`src/verilog/uart_cfg_pkg.sv`:
```
`default_nettype none

package uart_cfg_pkg;

    // clk cycles per 16x oversample tick, sized for simulation.
    localparam int CLKS_PER_TICK = 4;

    // oversample ticks per serial bit.
    localparam int OVERSAMPLE = 16;

    // payload bits in one 8N1 frame.
    localparam int DATA_BITS = 8;

    // start, data and stop bits of a whole frame in clk cycles.
    localparam int CLKS_PER_FRAME = CLKS_PER_TICK * OVERSAMPLE * (DATA_BITS + 2);

endpackage

`default_nettype wire

```
`src/verilog/uart_types_pkg.sv`:
```
`default_nettype none

package uart_types_pkg;

    // one payload byte.
    typedef logic [uart_cfg_pkg::DATA_BITS-1:0] uart_byte_t;

    // position within one bit, in oversample ticks.
    typedef logic [$clog2(uart_cfg_pkg::OVERSAMPLE)-1:0] tick_cnt_t;

    // index of the data bit being sent or taken.
    typedef logic [$clog2(uart_cfg_pkg::DATA_BITS)-1:0] bit_idx_t;

    // clk count inside one oversample tick.
    typedef logic [$clog2(uart_cfg_pkg::CLKS_PER_TICK)-1:0] div_cnt_t;

    typedef enum logic [1:0] {
        tx_idle,
        tx_start,
        tx_data,
        tx_stop
    } tx_state_t;

    typedef enum logic [1:0] {
        rx_idle,
        rx_start,
        rx_data,
        rx_stop
    } rx_state_t;

endpackage

`default_nettype wire

```
`src/verilog/uart_baud_gen.sv`:
```
`timescale 1ns/1ps
`default_nettype none

module uart_baud_gen (
    input  logic clk,
    input  logic rst,
    output logic tick
);
    import uart_cfg_pkg::*;
    import uart_types_pkg::*;

    div_cnt_t div_cnt;

    // tick is registered, so it lands on the clock after the counter wraps.
    always_ff @(posedge clk) begin
        if (!rst) begin
            div_cnt <= '0;
            tick    <= 1'b0;
        end else begin
            if (div_cnt == div_cnt_t'(CLKS_PER_TICK - 1)) begin
                div_cnt <= '0;
                tick    <= 1'b1;
            end else begin
                div_cnt <= div_cnt + 1'b1;
                tick    <= 1'b0;
            end
        end
    end

endmodule

`default_nettype wire

```
`src/verilog/uart_tx.sv`:
```
`timescale 1ns/1ps
`default_nettype none

module uart_tx (
    input  logic                       clk,
    input  logic                       rst,
    input  logic                       tick,
    input  logic                       start_n,
    input  uart_types_pkg::uart_byte_t data,
    output logic                       tx,
    output logic                       ready_to_send
);
    import uart_cfg_pkg::*;
    import uart_types_pkg::*;

    logic [1:0] start_hist;
    logic       start_fall;
    logic       armed;
    logic       frame_go;
    logic       bit_done;
    tx_state_t  state;
    tick_cnt_t  tick_cnt;
    bit_idx_t   bit_idx;
    uart_byte_t shift_reg;

    assign start_fall = start_hist[1] & ~start_hist[0];
    assign frame_go   = tick && (state == tx_idle) && armed;
    assign bit_done   = tick && (tick_cnt == tick_cnt_t'(OVERSAMPLE - 1));

    // a falling strobe seen while busy is dropped.
    always_ff @(posedge clk) begin
        if (!rst) begin
            start_hist <= 2'b11;
            armed      <= 1'b0;
        end else begin
            start_hist <= {start_hist[0], start_n};
            if (frame_go) begin
                armed <= 1'b0;
            end else if (start_fall && ready_to_send) begin
                armed <= 1'b1;
            end
        end
    end

    always_ff @(posedge clk) begin
        if (!rst) begin
            state         <= tx_idle;
            tick_cnt      <= '0;
            bit_idx       <= '0;
            tx            <= 1'b1;
            ready_to_send <= 1'b1;
        end else if (tick) begin
            case (state)
                tx_idle: begin
                    if (armed) begin
                        state         <= tx_start;
                        tick_cnt      <= '0;
                        tx            <= 1'b0;
                        ready_to_send <= 1'b0;
                    end
                end
                tx_start: begin
                    tick_cnt <= tick_cnt + 1'b1;
                    if (bit_done) begin
                        state   <= tx_data;
                        bit_idx <= '0;
                        tx      <= shift_reg[0];
                    end
                end
                tx_data: begin
                    tick_cnt <= tick_cnt + 1'b1;
                    if (bit_done) begin
                        if (bit_idx == bit_idx_t'(DATA_BITS - 1)) begin
                            state <= tx_stop;
                            tx    <= 1'b1;
                        end else begin
                            bit_idx <= bit_idx + 1'b1;
                            tx      <= shift_reg[0];
                        end
                    end
                end
                tx_stop: begin
                    tick_cnt <= tick_cnt + 1'b1;
                    if (bit_done) begin
                        state         <= tx_idle;
                        ready_to_send <= 1'b1;
                    end
                end
                default: state <= tx_idle;
            endcase
        end
    end

    // byte is taken as the start bit goes out; LSB leaves first.
    always_ff @(posedge clk) begin
        if (frame_go) begin
            shift_reg <= data;
        end else if (bit_done && (state == tx_start || state == tx_data)) begin
            shift_reg <= shift_reg >> 1;
        end
    end

    // the line never leaves mark while the transmitter reports idle.
    assert property (@(posedge clk) disable iff (!rst)
        ready_to_send |-> tx)
        else $error("uart_tx: tx low while ready_to_send is high");

endmodule

`default_nettype wire

```
`src/verilog/uart_rx.sv`:
```
`timescale 1ns/1ps
`default_nettype none

module uart_rx (
    input  logic                       clk,
    input  logic                       rst,
    input  logic                       tick,
    input  logic                       rx,
    output uart_types_pkg::uart_byte_t data,
    output logic                       valid,
    output logic                       frame_error
);
    import uart_cfg_pkg::*;
    import uart_types_pkg::*;

    logic       rx_meta;
    logic       rx_sync;
    logic       wait_high;
    logic       half_done;
    logic       bit_done;
    rx_state_t  state;
    tick_cnt_t  tick_cnt;
    bit_idx_t   bit_idx;
    uart_byte_t shift_reg;

    assign half_done = tick && (tick_cnt == tick_cnt_t'(OVERSAMPLE / 2 - 1));
    assign bit_done  = tick && (tick_cnt == tick_cnt_t'(OVERSAMPLE - 1));

    // line idles high, so the synchronizer resets to mark.
    always_ff @(posedge clk) begin
        if (!rst) begin
            rx_meta <= 1'b1;
            rx_sync <= 1'b1;
        end else begin
            rx_meta <= rx;
            rx_sync <= rx_meta;
        end
    end

    always_ff @(posedge clk) begin
        if (!rst) begin
            state       <= rx_idle;
            tick_cnt    <= '0;
            bit_idx     <= '0;
            wait_high   <= 1'b0;
            valid       <= 1'b0;
            frame_error <= 1'b0;
        end else begin
            valid       <= 1'b0;
            frame_error <= 1'b0;
            if (rx_sync) begin
                wait_high <= 1'b0;
            end
            case (state)
                rx_idle: begin
                    if (tick && !rx_sync && !wait_high) begin
                        state    <= rx_start;
                        tick_cnt <= '0;
                    end
                end
                rx_start: begin
                    // half a bit in, the start bit must still be low.
                    if (half_done) begin
                        if (rx_sync) begin
                            state <= rx_idle;
                        end else begin
                            state    <= rx_data;
                            tick_cnt <= '0;
                            bit_idx  <= '0;
                        end
                    end else if (tick) begin
                        tick_cnt <= tick_cnt + 1'b1;
                    end
                end
                rx_data: begin
                    if (tick) begin
                        tick_cnt <= tick_cnt + 1'b1;
                    end
                    if (bit_done) begin
                        if (bit_idx == bit_idx_t'(DATA_BITS - 1)) begin
                            state <= rx_stop;
                        end else begin
                            bit_idx <= bit_idx + 1'b1;
                        end
                    end
                end
                rx_stop: begin
                    if (tick) begin
                        tick_cnt <= tick_cnt + 1'b1;
                    end
                    if (bit_done) begin
                        state <= rx_idle;
                        if (rx_sync) begin
                            valid <= 1'b1;
                        end else begin
                            // a break or bad frame must end before we rearm.
                            frame_error <= 1'b1;
                            wait_high   <= 1'b1;
                        end
                    end
                end
                default: state <= rx_idle;
            endcase
        end
    end

    // samples come in LSB first at bit centres.
    always_ff @(posedge clk) begin
        if (bit_done && state == rx_data) begin
            shift_reg <= {rx_sync, shift_reg[DATA_BITS-1:1]};
        end
        if (bit_done && state == rx_stop && rx_sync) begin
            data <= shift_reg;
        end
    end

    assert property (@(posedge clk) disable iff (!rst)
        !(valid && frame_error))
        else $error("uart_rx: valid and frame_error together");

    // one report per frame, never stretched.
    assert property (@(posedge clk) disable iff (!rst)
        (valid || frame_error) |=> !(valid || frame_error))
        else $error("uart_rx: report pulse longer than one cycle");

endmodule

`default_nettype wire

```
`src/verilog/uart_link.sv`:
```
`timescale 1ns/1ps
`default_nettype none

module uart_link (
    input  logic                       clk,
    input  logic                       rst,
    input  logic                       start_n,
    input  uart_types_pkg::uart_byte_t tx_data,
    output logic                       tx_line,
    output logic                       ready_to_send,
    input  logic                       rx_line,
    output uart_types_pkg::uart_byte_t rx_data,
    output logic                       rx_valid,
    output logic                       frame_error
);

    // shared oversample tick.
    logic tick;

    uart_baud_gen baud_gen0 (
        .clk  (clk),
        .rst  (rst),
        .tick (tick)
    );

    uart_tx tx0 (
        .clk           (clk),
        .rst           (rst),
        .tick          (tick),
        .start_n       (start_n),
        .data          (tx_data),
        .tx            (tx_line),
        .ready_to_send (ready_to_send)
    );

    uart_rx rx0 (
        .clk         (clk),
        .rst         (rst),
        .tick        (tick),
        .rx          (rx_line),
        .data        (rx_data),
        .valid       (rx_valid),
        .frame_error (frame_error)
    );

endmodule

`default_nettype wire

```
`config.mk`:
```
export PLATFORM = sky130hd
export DESIGN_NAME = uart_link
export DESIGN_NICKNAME = d
export VERILOG_FILES = /design/src/verilog/uart_cfg_pkg.sv /design/src/verilog/uart_types_pkg.sv /design/src/verilog/uart_baud_gen.sv /design/src/verilog/uart_tx.sv /design/src/verilog/uart_rx.sv /design/src/verilog/uart_link.sv
export SDC_FILE = /design/constraint.sdc
export NUM_CORES = 1
export LEC_CHECK = 0
export ABC_AREA = 1
export BUFFER_PORTS_ARGS = -buffer_cell sky130_fd_sc_hd__buf_2
export CELL_PAD_IN_SITES_DETAIL_PLACEMENT = 0
export CELL_PAD_IN_SITES_GLOBAL_PLACEMENT = 1
export CORE_MARGIN = 2
export CORE_UTILIZATION = 32
export CTS_BUF_LIST = sky130_fd_sc_hd__clkbuf_4 sky130_fd_sc_hd__clkbuf_8
export DETAILED_ROUTE_END_ITERATION = 12
export GPL_TIMING_DRIVEN = 1
export HOLD_SLACK_MARGIN = 0.08
export PLACE_DENSITY_LB_ADDON = 0.1
export SLEW_MARGIN = 20
export SYNTH_ARGS = -nofsm -noshare
export SYNTH_HDL_FRONTEND = slang
export SYNTH_SLANG_ARGS = --single-unit
```
`constraint.sdc`:
```
create_clock -name clk -period 2.3 [get_ports clk]
set_input_delay 0.23 -clock clk [delete_from_list [all_inputs] [get_ports clk]]
set_output_delay 0.23 -clock clk [all_outputs]
set_load 0.05 [all_outputs]
```
==> impl_metrics.env, run 1 <==
export IMPL_drive_above_1_share_pct=20.7
export IMPL_synth_top_area_share_pct=29.6
export IMPL_whs_ns=0.103
export IMPL_yosys_warnings=0
export IMPL_setup_violations=0
export IMPL_drtPass1Iterations=4
export IMPL_yosys_area_top_type="edfxtp_1"
export IMPL_synthTopCellsByCount="42 x nand2_1, 33 x inv_1, 31 x dfxtp_1"
export IMPL_port_buffers=23
export IMPL_grt_antenna_before_repair=0
export IMPL_hp_class="input pin to flip-flop"
export IMPL_fp_row_count=31
export IMPL_numClockSinks=55
export IMPL_seq_area_frac_synth_pct=55.1
export IMPL_overflow=0
export IMPL_start_kind="flip-flop"
export IMPL_crit_type="flip-flop to flip-flop"
export IMPL_placed_cells_incl_taps=371
export IMPL_hold_violations=0
export IMPL_cp_required_ns=2.32
export IMPL_drtIter0Drc=57
export IMPL_p_sw_uw=450
export IMPL_slew_violations=0
export IMPL_netlist_top_cells_area="edfxtp_1 30%, dfxtp_1 26%, ha_1 7.7%, nand2_1 6.5%, inv_1 5.1%"
export IMPL_instances_no_fill=379
export IMPL_n_fill_cell=773
export IMPL_multi_input_area_um2=932
export IMPL_critPathMaxFanout=11
export IMPL_rsz0062_at_grt="false"
export IMPL_synth_edff_count=24
export IMPL_vias=1619
export IMPL_routabilityCongestion=0.752
export IMPL_fin_tns_setup_ns=0
export IMPL_p_int_uw=1450
export IMPL_cts_path_max_buffers=2
export IMPL_p_comb_share_pct=10.5
export IMPL_regArea_um2=1340
export IMPL_min_period_over_period_pct=76.1
export IMPL_ir_drop_uv=224
export IMPL_status="complete, no violations"
export IMPL_die_height_um=91.2
export IMPL_diodes=0
export IMPL_grt_pass1_wl_mm=7.58
export IMPL_ctsHoldBuffers=0
export IMPL_clkPwrFrac_pct=33.8
export IMPL_yosysUniqueCellTypes=33
export IMPL_fp_coreArea_um2=7290
export IMPL_drv_cap=0
export IMPL_route_detailed_drc=0
export IMPL_cts_tree="done"
export IMPL_clk_latency_ns=0.30
export IMPL_wl_mm=4.31
export IMPL_start_util_pct=33.4
export IMPL_ys_seq_elements=55
export IMPL_cts_resized_gates=0
export IMPL_die_x_um=91.2
export IMPL_synth_most_common_cell="nand2_1"
export IMPL_die_area_um2=8310
export IMPL_clock_skew_ns=0.00987
export IMPL_power_density_nw_per_um2=683
export IMPL_ioPinCount=24
export IMPL_relSlewSlack_pct=63.6
export IMPL_max_freq_ghz=0.571
export IMPL_synth_area_um2=2430
export IMPL_p_leak_uw=0.00117
export IMPL_synth_ff_type="dfxtp_1"
export IMPL_worst_slew_pin_transition_ns=0.545
export IMPL_grt_use_total_pct=11.4
export IMPL_via_per_inst=4.27
export IMPL_synthesis_nets=277
export IMPL_nets=306
export IMPL_drtAntennaViolNets=0
export IMPL_cts_buffers_inserted=5
export IMPL_timing_final_crit_period_ns=1.75
export IMPL_syn_inst=250
export IMPL_dp_hpwl_mm=3.11
export IMPL_area_growth_pct=14.6
export IMPL_clkSlewWorstSetupHoldPaths_ns=0.10
export IMPL_cts_root_buf="clkbuf_8"
export IMPL_worstPathArrival_ns=1.78
export IMPL_grt_pass1_vias=1593
export IMPL_h_tree_depth=2
export IMPL_synth_async_reset_ratio_pct=0
export IMPL_synth_area_per_cell_um2=9.73
export IMPL_cp_end_kind="flip-flop"
export IMPL_switching_share_pct=23.6
export IMPL_post_cts_setup_buffer_count=0
export IMPL_p_seq_share_pct=55.7
export IMPL_grt_max_degree=18
export IMPL_wl_per_cell_um=11.4
-- per-stage QoR --
stage | worst slack (ns) | utilization [%] | power [µW] | cell area (µm²)
2_1_floorplan | 0.471 | - | 1240 | 2430
3_3_place_gp | 0.534 | 36.7 | 1290 | 2670
3_5_place_dp | 0.488 | 36.7 | 1290 | 2670
4_1_cts | 0.484 | 38.2 | 1940 | 2790
5_1_grt | 0.392 | 38.2 | 2020 | 2790
6_report | 0.549 | 38.2 | 1900 | 2790
-- layout make-up --
class                   count  area share (%)
inverters                  35            4.71
flip-flops and latches     55            48.1
well taps                  99            4.44
repair buffers             27            5.21
clock inverters             2            1.35
multi-input cells         155            33.4
clock buffers               6            2.74
-- power by group through the flow --
stage | clock network [µW] | logic (µW) | registers [µW]
floorplan | 0 | 158 | 1080
global placement | 0 | 203 | 1080
detailed placement | 0 | 203 | 1080
CTS | 675 | 204 | 1060
global route | 714 | 239 | 1060
finish | 643 | 200 | 1060
-- kinds of logic (layout without fill, tap and decap cells) --
group	after synthesis	in the layout	share of synthesized area, %
xor+xnor	4	4	1.44
buf+inv	40	70	6.53
flops	55	55	55.1
simple gates	99	99	19.1
fa+ha+maj	15	15	7.72
compound gates	30	30	6.79
mux	7	7	3.24
-- critical path, stage by stage, from the launching register on --
cell and delay, ns:
dfxtp_1 0.35, inv_1 0.09, ha_1 0.24, nand3_1 0.38, o21ai_0 0.21, buf_4 0.20
-- final timing paths --
check | cells after the start | slack (ns) | endpoint | from
worst min register to register | 1 | 0.42 | rx0.rx_sync | rx0.rx_meta
worst max register to register | 5 | 0.55 | tx0.shift_reg[3] | tx0.state[0]
worst max-delay path | 5 | 0.55 | tx0.shift_reg[3] | tx0.state[0]
worst min-delay path | 2 | 0.10 | tx0.start_hist[0] | start_n
-- cells in the final DEF (no fill, tap or decap) --
cell and instances:
nand4_1 4, dfxtp_1 31, nand3_1 9, nand3_2 2, clkbuf_8 5, clkinvlp_4 1, edfxtp_1 24, buf_4 4
inv_1 33, buf_2 23, clkbuf_4 1, nand4_2 1, o211ai_1 1, or2_2 3, bufinv_16 1, nor3_1 3
mux2_1 1, inv_2 2, a21oi_1 19, nor3b_1 2, o21ai_0 6, o211a_1 1, xnor2_1 2, o311ai_0 1
nor2_1 25, mux2_2 6, nor3_2 2, ha_1 15, nand2_1 42, xor2_1 2, nand3b_2 1, nand2_2 2
o21ai_1 1, nor2_2 3, o21ai_2 1
-- layer usage --
layer | GRT usage [%] | up-vias | part of all wire [%]
met5 | 0 | - | 0
met4 | 4.17 | 0 | 1.6
met3 | 2.99 | 5 | 3.5
met2 | 17.2 | 19 | 40
met1 | 15.8 | 718 | 55
li1 | - | 877 | -
Note: power is estimated with default switching activity, not from simulation.
==> run 2, diff against run 1 <==
clock period = 1.6 ns   (was 2.3 ns; I/O delays follow)
==> impl_metrics.env, run 2 (synthesis gave the netlist of run 1 again) <==
export IMPL_multi_input_area_um2=956
export IMPL_ir_drop_uv=483
export IMPL_cp_end_kind="flip-flop"
export IMPL_worstPathArrival_ns=1.57
export IMPL_relSlewSlack_pct=62.7
export IMPL_fin_area_um2=2970
export IMPL_worst_slew_pin_transition_ns=0.559
export IMPL_start_kind="flip-flop"
export IMPL_status="complete, no violations"
export IMPL_fp_coreArea_um2=7290
export IMPL_regArea_um2=1350
export IMPL_crit_type="flip-flop to flip-flop"
export IMPL_die_x_um=91.2
export IMPL_routabilityCongestion=0.739
export IMPL_p_leak_uw=0.00126
export IMPL_clock_skew_ns=0.0124
export IMPL_hold_violations=0
export IMPL_drive_above_1_share_pct=27.1
export IMPL_drtAntennaViolNets=0
export IMPL_rsz0062_at_grt="false"
export IMPL_cts_tree="done"
export IMPL_ioPinCount=24
export IMPL_cts_root_buf="clkbuf_8"
export IMPL_dpl_worst_slack_ns=0.0401
export IMPL_diodes=0
export IMPL_min_period_over_period_pct=94.0
export IMPL_clkSlewWorstSetupHoldPaths_ns=0.10
export IMPL_reg2regPathDepth=5
export IMPL_cts_path_max_buffers=2
export IMPL_hp_class="input pin to flip-flop"
export IMPL_drv_cap=0
export IMPL_final_common_cell="nand2_1"
export IMPL_numClockSinks=55
export IMPL_power_density_nw_per_um2=936
export IMPL_clk_latency_ns=0.31
export IMPL_setup_violations=0
export IMPL_slowest_stage="dfxtp_2"
export IMPL_critPathMaxFanout=11
export IMPL_critical_path_cell_chain="inv_1, ha_1, nand3_1, buf_12, mux2_2"
export IMPL_die_area_um2=8310
export IMPL_wl_mm=4.28
export IMPL_overflow=0
export IMPL_post_cts_setup_buffer_count=0
export IMPL_vias=1681
export IMPL_fp_row_count=31
export IMPL_dp_hpwl_mm=3.18
export IMPL_port_buffers=23
export IMPL_cp_required_ns=1.66
export IMPL_n_fill_cell=771
export IMPL_start_util_pct=33.4
export IMPL_grt_pass1_vias=1696
export IMPL_die_height_um=91.2
export IMPL_fin_ws_ns=0.0952
export IMPL_timing_final_crit_period_ns=1.50
export IMPL_grt_max_degree=19
export IMPL_route_detailed_drc=0
export IMPL_nets=321
export IMPL_grt_use_total_pct=11.0
export IMPL_wl_per_cell_um=10.9
export IMPL_final_cell_mix="42 x nand2_1, 33 x inv_1, 28 x dfxtp_1"
export IMPL_placed_cells_incl_taps=384
export IMPL_drtPass1Iterations=4
export IMPL_grt_pass1_wl_mm=7.47
export IMPL_cts_buffers_inserted=5
export IMPL_drtIter0Drc=71
export IMPL_area_growth_pct=22.2
export IMPL_instances_no_fill=394
export IMPL_h_tree_depth=2
export IMPL_fin_tns_setup_ns=0
export IMPL_slew_violations=0
export IMPL_max_freq_ghz=0.665
export IMPL_via_per_inst=4.27
export IMPL_grt_antenna_before_repair=0
export IMPL_postPlaceCellArea_um2=2820
export IMPL_hold_depth=2
export IMPL_cp_slowest_stage_delay_ns=0.36
==> run 2: per-stage QoR <==
stage	util [%]	power [µW]	hold WS, ns
floorplan	-	1780	0.267
global placement	38.6	1860	0.347
detailed placement	38.6	1860	0.350
CTS	40.5	2820	0.129
global route	40.8	2920	0.141
finish	40.8	2780	0.142
==> run 2: path summary, 6_finish.rpt <==
| kind | start | slack (ns) | endpoint |
|---|---|---|---|
| max reg2reg | tx0.state[1] | 0.1 | tx0.shift_reg[3] |
| max | tx0.state[1] | 0.1 | tx0.shift_reg[3] |
| min | tx_data[6] | 0.14 | tx0.shift_reg[6] |
| min reg2reg | rx0.rx_meta | 0.42 | rx0.rx_sync |
==> run 2: final cells by class <==
cell class	count	share of cell area, %
Multi-Input combinational cell	155	32.2
Tap cell	99	4.17
Timing Repair Buffer	42	10.1
Sequential cell	55	45.3
Inverter	35	4.42
Clock inverter	3	1.56
Clock buffer	5	2.32
==> run 2: power by group <==
group	leakage [µW]	switching, µW	total [µW]	internal (µW)
Sequential	0.000469	25.9	1520	1500
Clock	0.0000548	467	939	472
Combinational	0.000731	189	320	131
Total	0.00126	682	2780	2100
==> run 2: per-layer routing <==
layer,GRT usage (%),share of wire [%]
met5,0,0
met1,14.9,52
met3,1.74,2.3
met2,17.5,44
met4,4.55,1.4
==> run 2: timing repair <==
item,4_1_cts,5_1_grt
hold buffers,2,0
endpoints found under the hold margin,2,0
setup endpoints to repair,0,35
gates resized for setup,0,8
==> run 2: worst max-delay path: cells and delay by family, from the launching register on <==
kind | cells | cell delay, ns
flops | 1 | 0.36
mux | 1 | 0.33
simple gates | 1 | 0.15
buf+inv | 2 | 0.20
fa+ha+maj | 1 | 0.23
